[src/design/width_convert_config.svh]
/* width_convert_config
   word widths and frame geometry for the 16 to 24 bit stream converter */
`ifndef WIDTH_CONVERT_CONFIG_SVH
`define WIDTH_CONVERT_CONFIG_SVH

// input side word width
`define WC_ISIZE 16

// output side word width
`define WC_OSIZE 24

// lcm of the two widths, one frame holds a whole number of both
`define WC_FRAME_BITS 48

// words per frame on each side
`define WC_IN_PER_FRAME 3   // 48 / 16
`define WC_OUT_PER_FRAME 2  // 48 / 24

`endif

[src/design/width_convert_pkg.sv]
/* width_convert_pkg
   beat and frame types shared by the converter blocks and the testbench */
`include "width_convert_config.svh"

package width_convert_pkg;

    // one word on the 16 bit side
    typedef struct packed {
        logic [`WC_ISIZE-1:0] data;
        logic                 last;   // final word of a packet
    } in_beat_t;

    // one word on the 24 bit side
    typedef struct packed {
        logic [`WC_OSIZE-1:0] data;
        logic                 last;
    } out_beat_t;

    // gathered frame between gather and scatter
    // data holds input words low slot first, unused slots are zero
    typedef struct packed {
        logic [`WC_FRAME_BITS-1:0]              data;
        logic [$clog2(`WC_IN_PER_FRAME+1)-1:0] fill;   // input words held, 1..3
        logic                                   last;   // frame closes a packet
    } frame_t;

endpackage

[src/design/stream_skid_buffer.sv]
/* stream_skid_buffer
   two entry valid/ready buffer with registered ready, payload type is a parameter */
`timescale 1ns/10ps

module stream_skid_buffer #(
    parameter type payload_t = logic [7:0]
) (
    input  logic     clock,
    input  logic     reset,
    input  payload_t in_payload,
    input  logic     in_valid,
    output logic     in_ready,
    output payload_t out_payload,
    output logic     out_valid,
    input  logic     out_ready
);

    payload_t main_q;          // beat presented downstream
    payload_t skid_q;          // overflow beat while downstream stalls
    logic     main_valid;
    logic     skid_valid;
    logic     main_valid_d;
    logic     skid_valid_d;
    logic     load_main;       // main takes the incoming beat
    logic     load_skid;       // skid takes the incoming beat
    logic     main_from_skid;  // skid beat moves forward
    logic     in_fire;

    assign in_fire     = in_valid && in_ready;
    assign out_payload = main_q;
    assign out_valid   = main_valid;

    // next state of the two slots
    always_comb begin
        main_valid_d   = main_valid;
        skid_valid_d   = skid_valid;
        load_main      = 1'b0;
        load_skid      = 1'b0;
        main_from_skid = 1'b0;
        if (!main_valid || out_ready) begin
            // main slot empties or is being taken this cycle
            if (skid_valid) begin
                main_from_skid = 1'b1;   // older beat first, keeps order
                skid_valid_d   = 1'b0;
            end else begin
                main_valid_d = in_fire;
                load_main    = in_fire;
            end
        end else if (in_fire) begin
            // main stalled, park the new beat
            skid_valid_d = 1'b1;
            load_skid    = 1'b1;
        end
    end

    always_ff @(posedge clock) begin
        if (reset) begin
            main_valid <= 1'b0;
            skid_valid <= 1'b0;
            in_ready   <= 1'b0;
        end else begin
            main_valid <= main_valid_d;
            skid_valid <= skid_valid_d;
            in_ready   <= !skid_valid_d;   // full once both slots hold a beat
        end
        // payload slots carry no reset
        if (load_main)
            main_q <= in_payload;
        else if (main_from_skid)
            main_q <= skid_q;
        if (load_skid)
            skid_q <= in_payload;
    end

    // downstream sees a steady beat until it takes it
    payload_hold_a: assert property (@(posedge clock) disable iff (reset)
        out_valid && !out_ready |=> out_valid && $stable(out_payload));

endmodule

[src/design/word_gather.sv]
/* word_gather
   packs 16 bit words into 48 bit frames, closing early on packet last */
`timescale 1ns/10ps
`include "width_convert_config.svh"

module word_gather (
    input  logic                        clock,
    input  logic                        reset,
    input  width_convert_pkg::in_beat_t in_beat,
    input  logic                        in_valid,
    output logic                        in_ready,
    output width_convert_pkg::frame_t   frame,
    output logic                        frame_valid,
    input  logic                        frame_ready
);

    import width_convert_pkg::*;

    frame_t acc;          // accumulator, fill counts words held
    frame_t merged;       // accumulator with the incoming word added
    logic   merged_done;  // incoming word closes the frame
    logic   acc_full;     // closed frame parked, frame register busy
    logic   frame_free;   // frame register can load this cycle
    logic   in_fire;

    assign in_ready   = !acc_full;   // state only, stall with a frame parked
    assign in_fire    = in_valid && in_ready;
    assign frame_free = !frame_valid || frame_ready;

    // slot placement, first word lands in the low bits
    always_comb begin
        merged = acc;
        for (int i = 0; i < `WC_IN_PER_FRAME; i++) begin
            if (i == acc.fill)
                merged.data[i*`WC_ISIZE +: `WC_ISIZE] = in_beat.data;
            else if (i > acc.fill)
                merged.data[i*`WC_ISIZE +: `WC_ISIZE] = '0;   // zero fill past the word
        end
        merged.fill = acc.fill + 1'b1;
        merged.last = in_beat.last;
        merged_done = (int'(merged.fill) == `WC_IN_PER_FRAME) || in_beat.last;
    end

    always_ff @(posedge clock) begin
        if (reset) begin
            acc.fill    <= '0;
            acc_full    <= 1'b0;
            frame_valid <= 1'b0;
        end else begin
            if (frame_valid && frame_ready)
                frame_valid <= 1'b0;   // taken by scatter
            if (acc_full && frame_free) begin
                // parked frame moves out, accumulator reopens
                frame_valid <= 1'b1;
                acc_full    <= 1'b0;
                acc.fill    <= '0;
            end else if (in_fire) begin
                if (merged_done && frame_free) begin
                    frame_valid <= 1'b1;   // straight to the frame register
                    acc.fill    <= '0;
                end else begin
                    acc.fill <= merged.fill;
                    acc_full <= merged_done;   // second frame waits here
                end
            end
        end
        // data and last of both registers have no reset
        if (acc_full && frame_free)
            frame <= acc;
        else if (in_fire && merged_done && frame_free)
            frame <= merged;
        if (in_fire) begin
            acc.data <= merged.data;
            acc.last <= merged.last;
        end
    end

    // open accumulator stays below a full frame, a presented frame holds at least one word
    fill_range_a: assert property (@(posedge clock) disable iff (reset)
        (acc_full || int'(acc.fill) < `WC_IN_PER_FRAME) &&
        (!frame_valid || frame.fill != '0));

endmodule

[src/design/word_scatter.sv]
/* word_scatter
   splits each 48 bit frame into 24 bit slices, low bits first, last on the final one */
`timescale 1ns/10ps
`include "width_convert_config.svh"

module word_scatter (
    input  logic                         clock,
    input  logic                         reset,
    input  width_convert_pkg::frame_t    frame,
    input  logic                         frame_valid,
    output logic                         frame_ready,
    output width_convert_pkg::out_beat_t out_beat,
    output logic                         out_valid,
    input  logic                         out_ready
);

    import width_convert_pkg::*;

    localparam int SLICE_W = $clog2(`WC_OUT_PER_FRAME);

    frame_t             hold;         // slice register, frame being sent
    logic               hold_valid;
    logic [SLICE_W-1:0] slice_idx;    // slice on the output now
    logic               final_slice;  // no packet bits beyond this slice
    logic               slice_fire;
    logic               frame_fire;

    // slice covers every held input bit once its top reaches fill * ISIZE
    // so fill 1 gives one slice and fills 2, 3 give two
    assign final_slice = (int'(slice_idx) + 1) * `WC_OSIZE >= int'(hold.fill) * `WC_ISIZE;

    assign out_valid     = hold_valid;
    assign out_beat.data = hold.data[slice_idx*`WC_OSIZE +: `WC_OSIZE];
    assign out_beat.last = hold.last && final_slice;   // only the closing slice of a packet
    assign slice_fire    = out_valid && out_ready;

    // free when empty or when the last slice leaves this cycle
    assign frame_ready = !hold_valid || (out_ready && final_slice);
    assign frame_fire  = frame_valid && frame_ready;

    always_ff @(posedge clock) begin
        if (reset) begin
            hold_valid <= 1'b0;
            slice_idx  <= '0;
        end else begin
            if (frame_fire) begin
                hold_valid <= 1'b1;
                slice_idx  <= '0;   // slice 0 shows next cycle
            end else if (slice_fire) begin
                if (final_slice)
                    hold_valid <= 1'b0;
                else
                    slice_idx <= slice_idx + 1'b1;
            end
        end
        if (frame_fire)
            hold <= frame;   // frame payload, no reset
    end

    // after a last slice goes out, anything next starts a fresh frame at slice 0
    last_is_final_a: assert property (@(posedge clock) disable iff (reset)
        slice_fire && out_beat.last |=> !out_valid || slice_idx == '0);

endmodule

[src/design/odd_width_convert.sv]
/* odd_width_convert
   16 to 24 bit packet stream converter, buffer, gather, scatter, buffer */
`timescale 1ns/10ps
`include "width_convert_config.svh"

module odd_width_convert (
    input  logic                 clock,
    input  logic                 reset,
    input  logic [`WC_ISIZE-1:0] in_data,
    input  logic                 in_valid,
    input  logic                 in_last,
    output logic                 in_ready,
    output logic [`WC_OSIZE-1:0] out_data,
    output logic                 out_valid,
    output logic                 out_last,
    input  logic                 out_ready
);

    import width_convert_pkg::*;

    in_beat_t  in_beat;        // packed input port bits
    in_beat_t  buf_beat;       // input buffer to gather
    logic      buf_valid;
    logic      buf_ready;
    frame_t    frame;          // gather to scatter
    logic      frame_valid;
    logic      frame_ready;
    out_beat_t scat_beat;      // scatter to output buffer
    logic      scat_valid;
    logic      scat_ready;
    out_beat_t out_beat;       // output buffer to ports

    assign in_beat.data = in_data;
    assign in_beat.last = in_last;

    stream_skid_buffer #(.payload_t(in_beat_t)) in_buf (
        .clock       (clock),
        .reset       (reset),
        .in_payload  (in_beat),
        .in_valid    (in_valid),
        .in_ready    (in_ready),     // registered, decouples the source
        .out_payload (buf_beat),
        .out_valid   (buf_valid),
        .out_ready   (buf_ready)
    );

    word_gather gather (
        .clock       (clock),
        .reset       (reset),
        .in_beat     (buf_beat),
        .in_valid    (buf_valid),
        .in_ready    (buf_ready),
        .frame       (frame),
        .frame_valid (frame_valid),
        .frame_ready (frame_ready)
    );

    word_scatter scatter (
        .clock       (clock),
        .reset       (reset),
        .frame       (frame),
        .frame_valid (frame_valid),
        .frame_ready (frame_ready),
        .out_beat    (scat_beat),
        .out_valid   (scat_valid),
        .out_ready   (scat_ready)
    );

    stream_skid_buffer #(.payload_t(out_beat_t)) out_buf (
        .clock       (clock),
        .reset       (reset),
        .in_payload  (scat_beat),
        .in_valid    (scat_valid),
        .in_ready    (scat_ready),
        .out_payload (out_beat),
        .out_valid   (out_valid),
        .out_ready   (out_ready)     // sink back-pressure stops here
    );

    assign out_data = out_beat.data;
    assign out_last = out_beat.last;

endmodule

[config.mk]
export PLATFORM = sky130hd
export DESIGN_NAME = odd_width_convert
export DESIGN_NICKNAME = d
export VERILOG_FILES = /design/src/design/width_convert_pkg.sv /design/src/design/stream_skid_buffer.sv /design/src/design/word_gather.sv /design/src/design/word_scatter.sv /design/src/design/odd_width_convert.sv
export VERILOG_INCLUDE_DIRS = /design/src /design/src/design
export SDC_FILE = /design/constraint.sdc
export NUM_CORES = 1
export LEC_CHECK = 0
export ABC_AREA = 0
export BUFFER_PORTS_ARGS = -buffer_cell sky130_fd_sc_hd__clkbuf_2
export CAP_MARGIN = 15
export CORE_MARGIN = 4
export CORE_UTILIZATION = 30
export CTS_CLUSTER_SIZE = 16
export DETAILED_ROUTE_END_ITERATION = 8
export PLACE_DENSITY = 0.42
export SYNTH_ARGS = -nofsm -noshare
export SYNTH_HDL_FRONTEND = slang
export SYNTH_SLANG_ARGS = --single-unit
export TNS_END_PERCENT = 5
[constraint.sdc]
create_clock -name clock -period 6.4 [get_ports clock]
set_input_delay 0.32 -clock clock [delete_from_list [all_inputs] [get_ports clock]]
set_output_delay 0.32 -clock clock [all_outputs]
set_load 0.005 [all_outputs]
* Yosys cells after proc, flatten, opt, wreduce, memory -nomap -nowiden
Index checks and enable logic that the tools add are counted.
** Cells by class
- Add/sub/neg operators :: 3
- Multipliers :: 2
- Order comparisons :: 3
- Equality and inequality tests :: 3
- Shift-type cells :: 1
- Muxes and demuxes :: 35
- Bitwise gates (word level) :: 4
- Reductions and logical operators :: 35
** Operators with widths (count)
- 51-bit 2-to-1 mux :: 2
- 16-bit 2-to-1 mux :: 5
- 25-bit 2-to-1 mux :: 2
- 48-bit by 7-bit indexed part select with 24-bit output :: 1
- 17-bit 2-to-1 mux :: 2
- 32-bit by 7-bit greater-or-equal comparator with 1-bit output :: 1
- 32-bit by 3-bit multiplier with 29-bit output, second input constant :: 1
- 1-bit 2-to-1 mux :: 23
- 1-bit logical AND :: 10
- 2-bit AND reduction :: 5
- 2-bit nonzero test :: 5
- 1-bit logical NOT :: 7
- 1-bit logical OR :: 5
- 1-bit NOT :: 4
- 2-bit OR reduction :: 2
- 1-bit by 2-bit multiplier with 3-bit output, second input constant :: 1
- 1-bit by 1-bit adder with 2-bit output, second input constant :: 1
- 2-bit by 1-bit adder with 2-bit output, second input constant :: 1
- 1-bit by 2-bit == test with 1-bit output, first input constant :: 1
- 2-bit by 1-bit == test with 1-bit output, second input constant :: 1
- 2-bit == test, first input constant :: 1
- 1-bit by 2-bit greater-than comparator with 1-bit output, first input constant :: 1
- 2-bit greater-than comparator, first input constant :: 1
- 2-bit logical NOT :: 1
- 2 further kinds :: 2
** Storage, ports and cells
- Register bits :: 247
- Bits of input ports :: 21
- Output and inout bits :: 27
- Word-level logic and storage cells :: 113

* Logic depth before layout (Yosys ltp)
- Depth after elaboration :: 10
- Mapped depth :: 7

* By module
A second synthesis with hierarchy kept.
** Unflattened totals
- Cells, all modules :: 499
- Area, all modules :: 9909.5 um2
** By module, submodules not included
- word_gather :: times used 1, cells an instance 246, area each 4480.5 um2
- stream_skid_buffer (out_buf) :: times used 1, cells an instance 94, area each 2026.9 um2
- word_scatter :: times used 1, cells an instance 90, area each 2003.2 um2
- stream_skid_buffer (in_buf) :: times used 1, cells an instance 69, area each 1398.8 um2

* Worst setup path after synthesis
OpenSTA, ideal clock, no wires.
- Kind :: flip-flop to flip-flop
- From :: register scatter.slice_idx
- To :: register scatter.hold[0] in the netlist's numbering (enable)
- Arrival :: 4299 ps
- Data required time :: 5866 ps
- Slack :: 1566 ps
- Stages on the path, launching flop included :: 5
- Path buffers :: 1
- Period minus slack after synthesis :: 4834 ps
- Cells stage by stage :: dfxtp_1 -> buf_4 -> nand2b_4 -> nand2_1 -> a21boi_0
** Between the ends
- Cells in the longest elaborated chain, start to end :: 6
** RTL lines
- from (decl) :: line word_scatter.sv:23 : logic [SLICE_W-1:0] slice_idx;
- from (signal assigned) :: line word_scatter.sv:53 : slice_idx <= slice_idx + 1'b1;
- 1-bit by 1-bit adder with 2-bit output :: line word_scatter.sv:30 : assign final_slice = (int'(slice_idx) + 1) * `WC_OSIZE >= int'(hold.fill) * `WC_ISIZE;
- 32-bit by 3-bit multiplier with 29-bit output (no line)
- 32-bit by 7-bit greater-or-equal comparator with 1-bit output (no line)
- 1-bit logical AND :: line word_scatter.sv:38 : assign frame_ready = !hold_valid || (out_ready && final_slice);
- 1-bit logical OR :: line word_scatter.sv:38
- 1-bit logical AND :: line word_scatter.sv:39 : assign frame_fire = frame_valid && frame_ready;
- via scatter.frame_fire :: line word_scatter.sv:26 : logic frame_fire;
- to (signal assigned) :: line word_scatter.sv:57 : hold <= frame;
- to (decl) :: line word_scatter.sv:21 : frame_t hold;
The timed path passes the listed nets, and every way through them passes these cells.
A chain may end at the register's enable or synchronous reset.

* Worst setup path after layout
- From :: register gather.acc[1] in the netlist's numbering
- To :: register gather.frame[26] (netlist name)
** Between the ends
- Cells in the longest elaborated chain, start to end :: 6
** RTL lines
- from (decl) :: line word_gather.sv:19 : frame_t acc;
- 2-bit by 1-bit adder with 2-bit output :: line word_gather.sv:39 : merged.fill = acc.fill + 1'b1;
- 2-bit by 1-bit == test with 1-bit output (no line)
- 1-bit logical OR :: line word_gather.sv:41 : merged_done = (int'(merged.fill) == `WC_IN_PER_FRAME) || in_beat.last;
- 1-bit logical AND (2 in series) :: line word_gather.sv:70 : else if (in_fire && merged_done && frame_free)
- 2-bit nonzero test (no line)
No other way between the ends.

==> reports/metrics.yaml <==
outcome:
  outcome: "completed"
synthesis:
  syn_area_um2: 9590
  synthArstFlopShare: 0
  syn-num-nets: 521
  yosysSeqAreaShare: 0.755
  yosys_register_bits: 245
  ys_top_cells_by_count: "233 x edfxtp_1, 117 x mux2_2, 30 x a22o_1"
  synth_edf_count: 233
  yosys-top-cells-area: "edfxtp_1 73%, mux2_2 14%, a22o_1 2.7%, dfxtp_1 2.5%, mux2_4 1.4%"
  netlist-cell-type-count: 34
  synth_ff_type: "edfxtp_1"
  synth_most_common_cell: "edfxtp_1"
  synth.largest_area_cell: "edfxtp_1"
  netlist.area_leader.share: 0.730
  syn_area_per_cell_um2: 19.3
  ys.warnings.count: 0
  postSynthCellCount: 496
drt:
  routedWlPerCell_um: 17.4
  viasPerCell: 4.44
  ant_nets: 0
  drtPass1Iterations: 4
  num_vias: 4450
  routed_wl_mm: 17.5
  drtIter0Drc: 265
  drc_errors: 0
floorplan:
  num_rows: 65
  io_pins: 48
  die_y_um: 187
  floorplan.initialDensity: 0.304
  dieWidth_um: 187
  die-area_um2: 34900
  core_area_um2: 31600
global_route:
  gr-usage-all-layers: 0.0990
  grt_pass1_wl_mm: 27.7
  grt_max_degree: 53
  overflow: 0
  antenna_found_initial: 0
  grt_pass1_vias: 4728
place:
  gp_congestion: 0.729
  io_buffers: 47
  hpwlAfterDp_mm: 10.8
  placed_cell_area_um2: 10300
timing:
  fin_tns_setup_ns: 0
  relSlewSlack: 0.310
  fin_skew_ns: 0.0104
  period_minus_slack_ns: 2.81
  rsz0062_at_grt: "no"
  period_share: 0.439
  hold_slack_ns: 0.141
  worst_slew_pin_slew_ns: 1.03
  finalSetupViolations: 0
  maxSlewViolCount: 0
  finalHoldViolCount: 0
  fmax_mhz: 356
worst_setup_path:
  startpoint: "gather.acc[1]"
  rrSetupSlack_ns: 3.59
  critPathMaxFanout: 35
  worstPathArrival_ns: 2.96
  critPathKind: "reg2reg"
  r2r_start: "gather.acc[1]"
  worstSetupEndpointType: "flip-flop"
  worstPathRequired_ns: 6.56
  startpoint_type: "flip-flop"
  r2r-end: "gather.frame[26]"
  rr_worst_depth: 6
clock_tree:
  clockRootBuffer: "clkbuf_16"
  htreeDepth: 1
  cts.sinks: 245
  clk_latency_ns: 0.52
  path_clk_slew_ns: 0.06
  cts_tree: "yes"
  cts_made_buffers: 27
  cts_max_path_buffers: 3
power_and_ir_drop:
  p_total_mw: 3.44
  switching_power_mw: 0.664
  power_frac_comb: 0.024
  p_int_mw: 2.78
  pwr-share-seq: 0.518
  max-vdd-ir-drop_uv: 163
  power.leakage_nw: 3.84
  p_per_area_nw_per_um2: 304
  netSwitchingFraction: 0.193
  p_clk_frac: 0.458
layout:
  fin_util: 0.360
  fin_area_um2: 11300
  layout.nets: 605
  area_growth_syn_to_layout_pct: 18.4
  diodes: 0
  fill_cells: 2977
  drive_above_1_share: 0.393
hold_path:
  hold_path_class: "in2reg"
  worstHoldPathCells: 4
  holdCritStartpoint: "out_ready"
  min_to: "out_buf.out_valid"
flow_run:
  drv_cap: 0
## sequential cells by signal (all words and copies together) (netlist names), 17 cells and up
signal / cells
in_buf.out_payload: 17
in_buf.skid_q: 17
scatter.hold: 50
out_buf.out_payload: 25
gather.frame: 50
gather.acc: 51
out_buf.skid_q: 25
## placed cells by master, fill, tap and decap left out, types with 2 or more instances in the layout
cell,netlist,final
edfxtp_1,233,233
mux2_2,117,117
clkbuf_2,0,47
a22o_1,30,30
clkbuf_16,0,27
dlygate4sd3_1,0,17
nor2_1,17,14
dfxtp_1,12,12
buf_4,1,12
a21oi_1,10,10
mux2_4,9,9
clkinv_1,0,8
nand2_1,7,7
mux2_1,6,6
bufinv_16,0,5
o21ai_0,4,4
inv_1,4,4
nor3_1,4,4
ha_1,4,4
clkinvlp_4,0,4
nand2b_1,3,3
clkinv_2,0,3
nor2_2,0,2
clkbuf_1,1,2
## through the flow
step,instances,setup WS (ns)
floorplan,496,1.57
global route,1002,3.41
CTS,1002,3.53
global placement,936,3.56
finish,1002,3.59
detailed placement,936,3.52
## power groups by stage
stage	logic [mW]	registers [mW]	clock network, mW
after floorplan	0.0524	1.81	0
after global placement	0.0750	1.82	0
after detailed placement	0.0770	1.82	0
after CTS	0.0857	1.78	1.63
after global routing	0.0926	1.79	1.69
final	0.0836	1.78	1.58
## cells by family (layout without fill, tap and decap cells)
family / Yosys count / in the layout / synth area share
adder cells (fa/ha/maj): 4 / 4 / 0.00522
multiplexers: 132 / 132 / 0.159
AND/OR/NAND/NOR: 41 / 41 / 0.0232
buffers and inverters: 25 / 129 / 0.0194
AO/OA/AOI/OAI: 49 / 49 / 0.0386
flip-flops: 245 / 245 / 0.755
## critical path, stage by stage, from the launching register on
cell,delay [ns]
dfxtp_1,0.33
inv_1,0.15
ha_1,0.67
o21a_1,0.22
nor2_1,0.08
nor2_4,0.44
buf_4,0.53
## final cells by class
| cell class | instances | area, um^2 | area share |
|---|---|---|---|
| Timing Repair Buffer | 76 | 495 | 0.0437 |
| Tap cell | 402 | 503 | 0.0443 |
| Multi-Input combinational cell | 226 | 2190 | 0.193 |
| Clock inverter | 20 | 225 | 0.0198 |
| Sequential cell | 245 | 7240 | 0.638 |
| Clock buffer | 29 | 683 | 0.0602 |
| Inverter | 4 | 15.0 | 0.00132 |
## how the worst max path moves through the flow
stage,end,slack [ns],cells after the start
5_1_grt,gather.frame[26],3.41,6
6_report,gather.frame[26],3.59,6
3_5_place_dp,gather.frame[34],3.52,6
2_1_floorplan,scatter.hold[0],1.57,4
4_1_cts,gather.frame[7],3.53,6
3_3_place_gp,gather.frame[10],3.56,6
## metal layers
metal	vias up	track usage	wire length, um
li1	2130	-	-
met1	2215	0.142	8490
met2	76	0.153	7910
met3	29	0.0206	610
met4	0	0.0293	461
met5	-	0	0
## timing repair
action                                 4_1_cts  5_1_grt
hold buffers                                17        0
gates resized for setup                      0        0
setup buffers                                0        0
endpoints found under the hold margin       17        0
No activity file was read; power rests on OpenSTA's default activity.
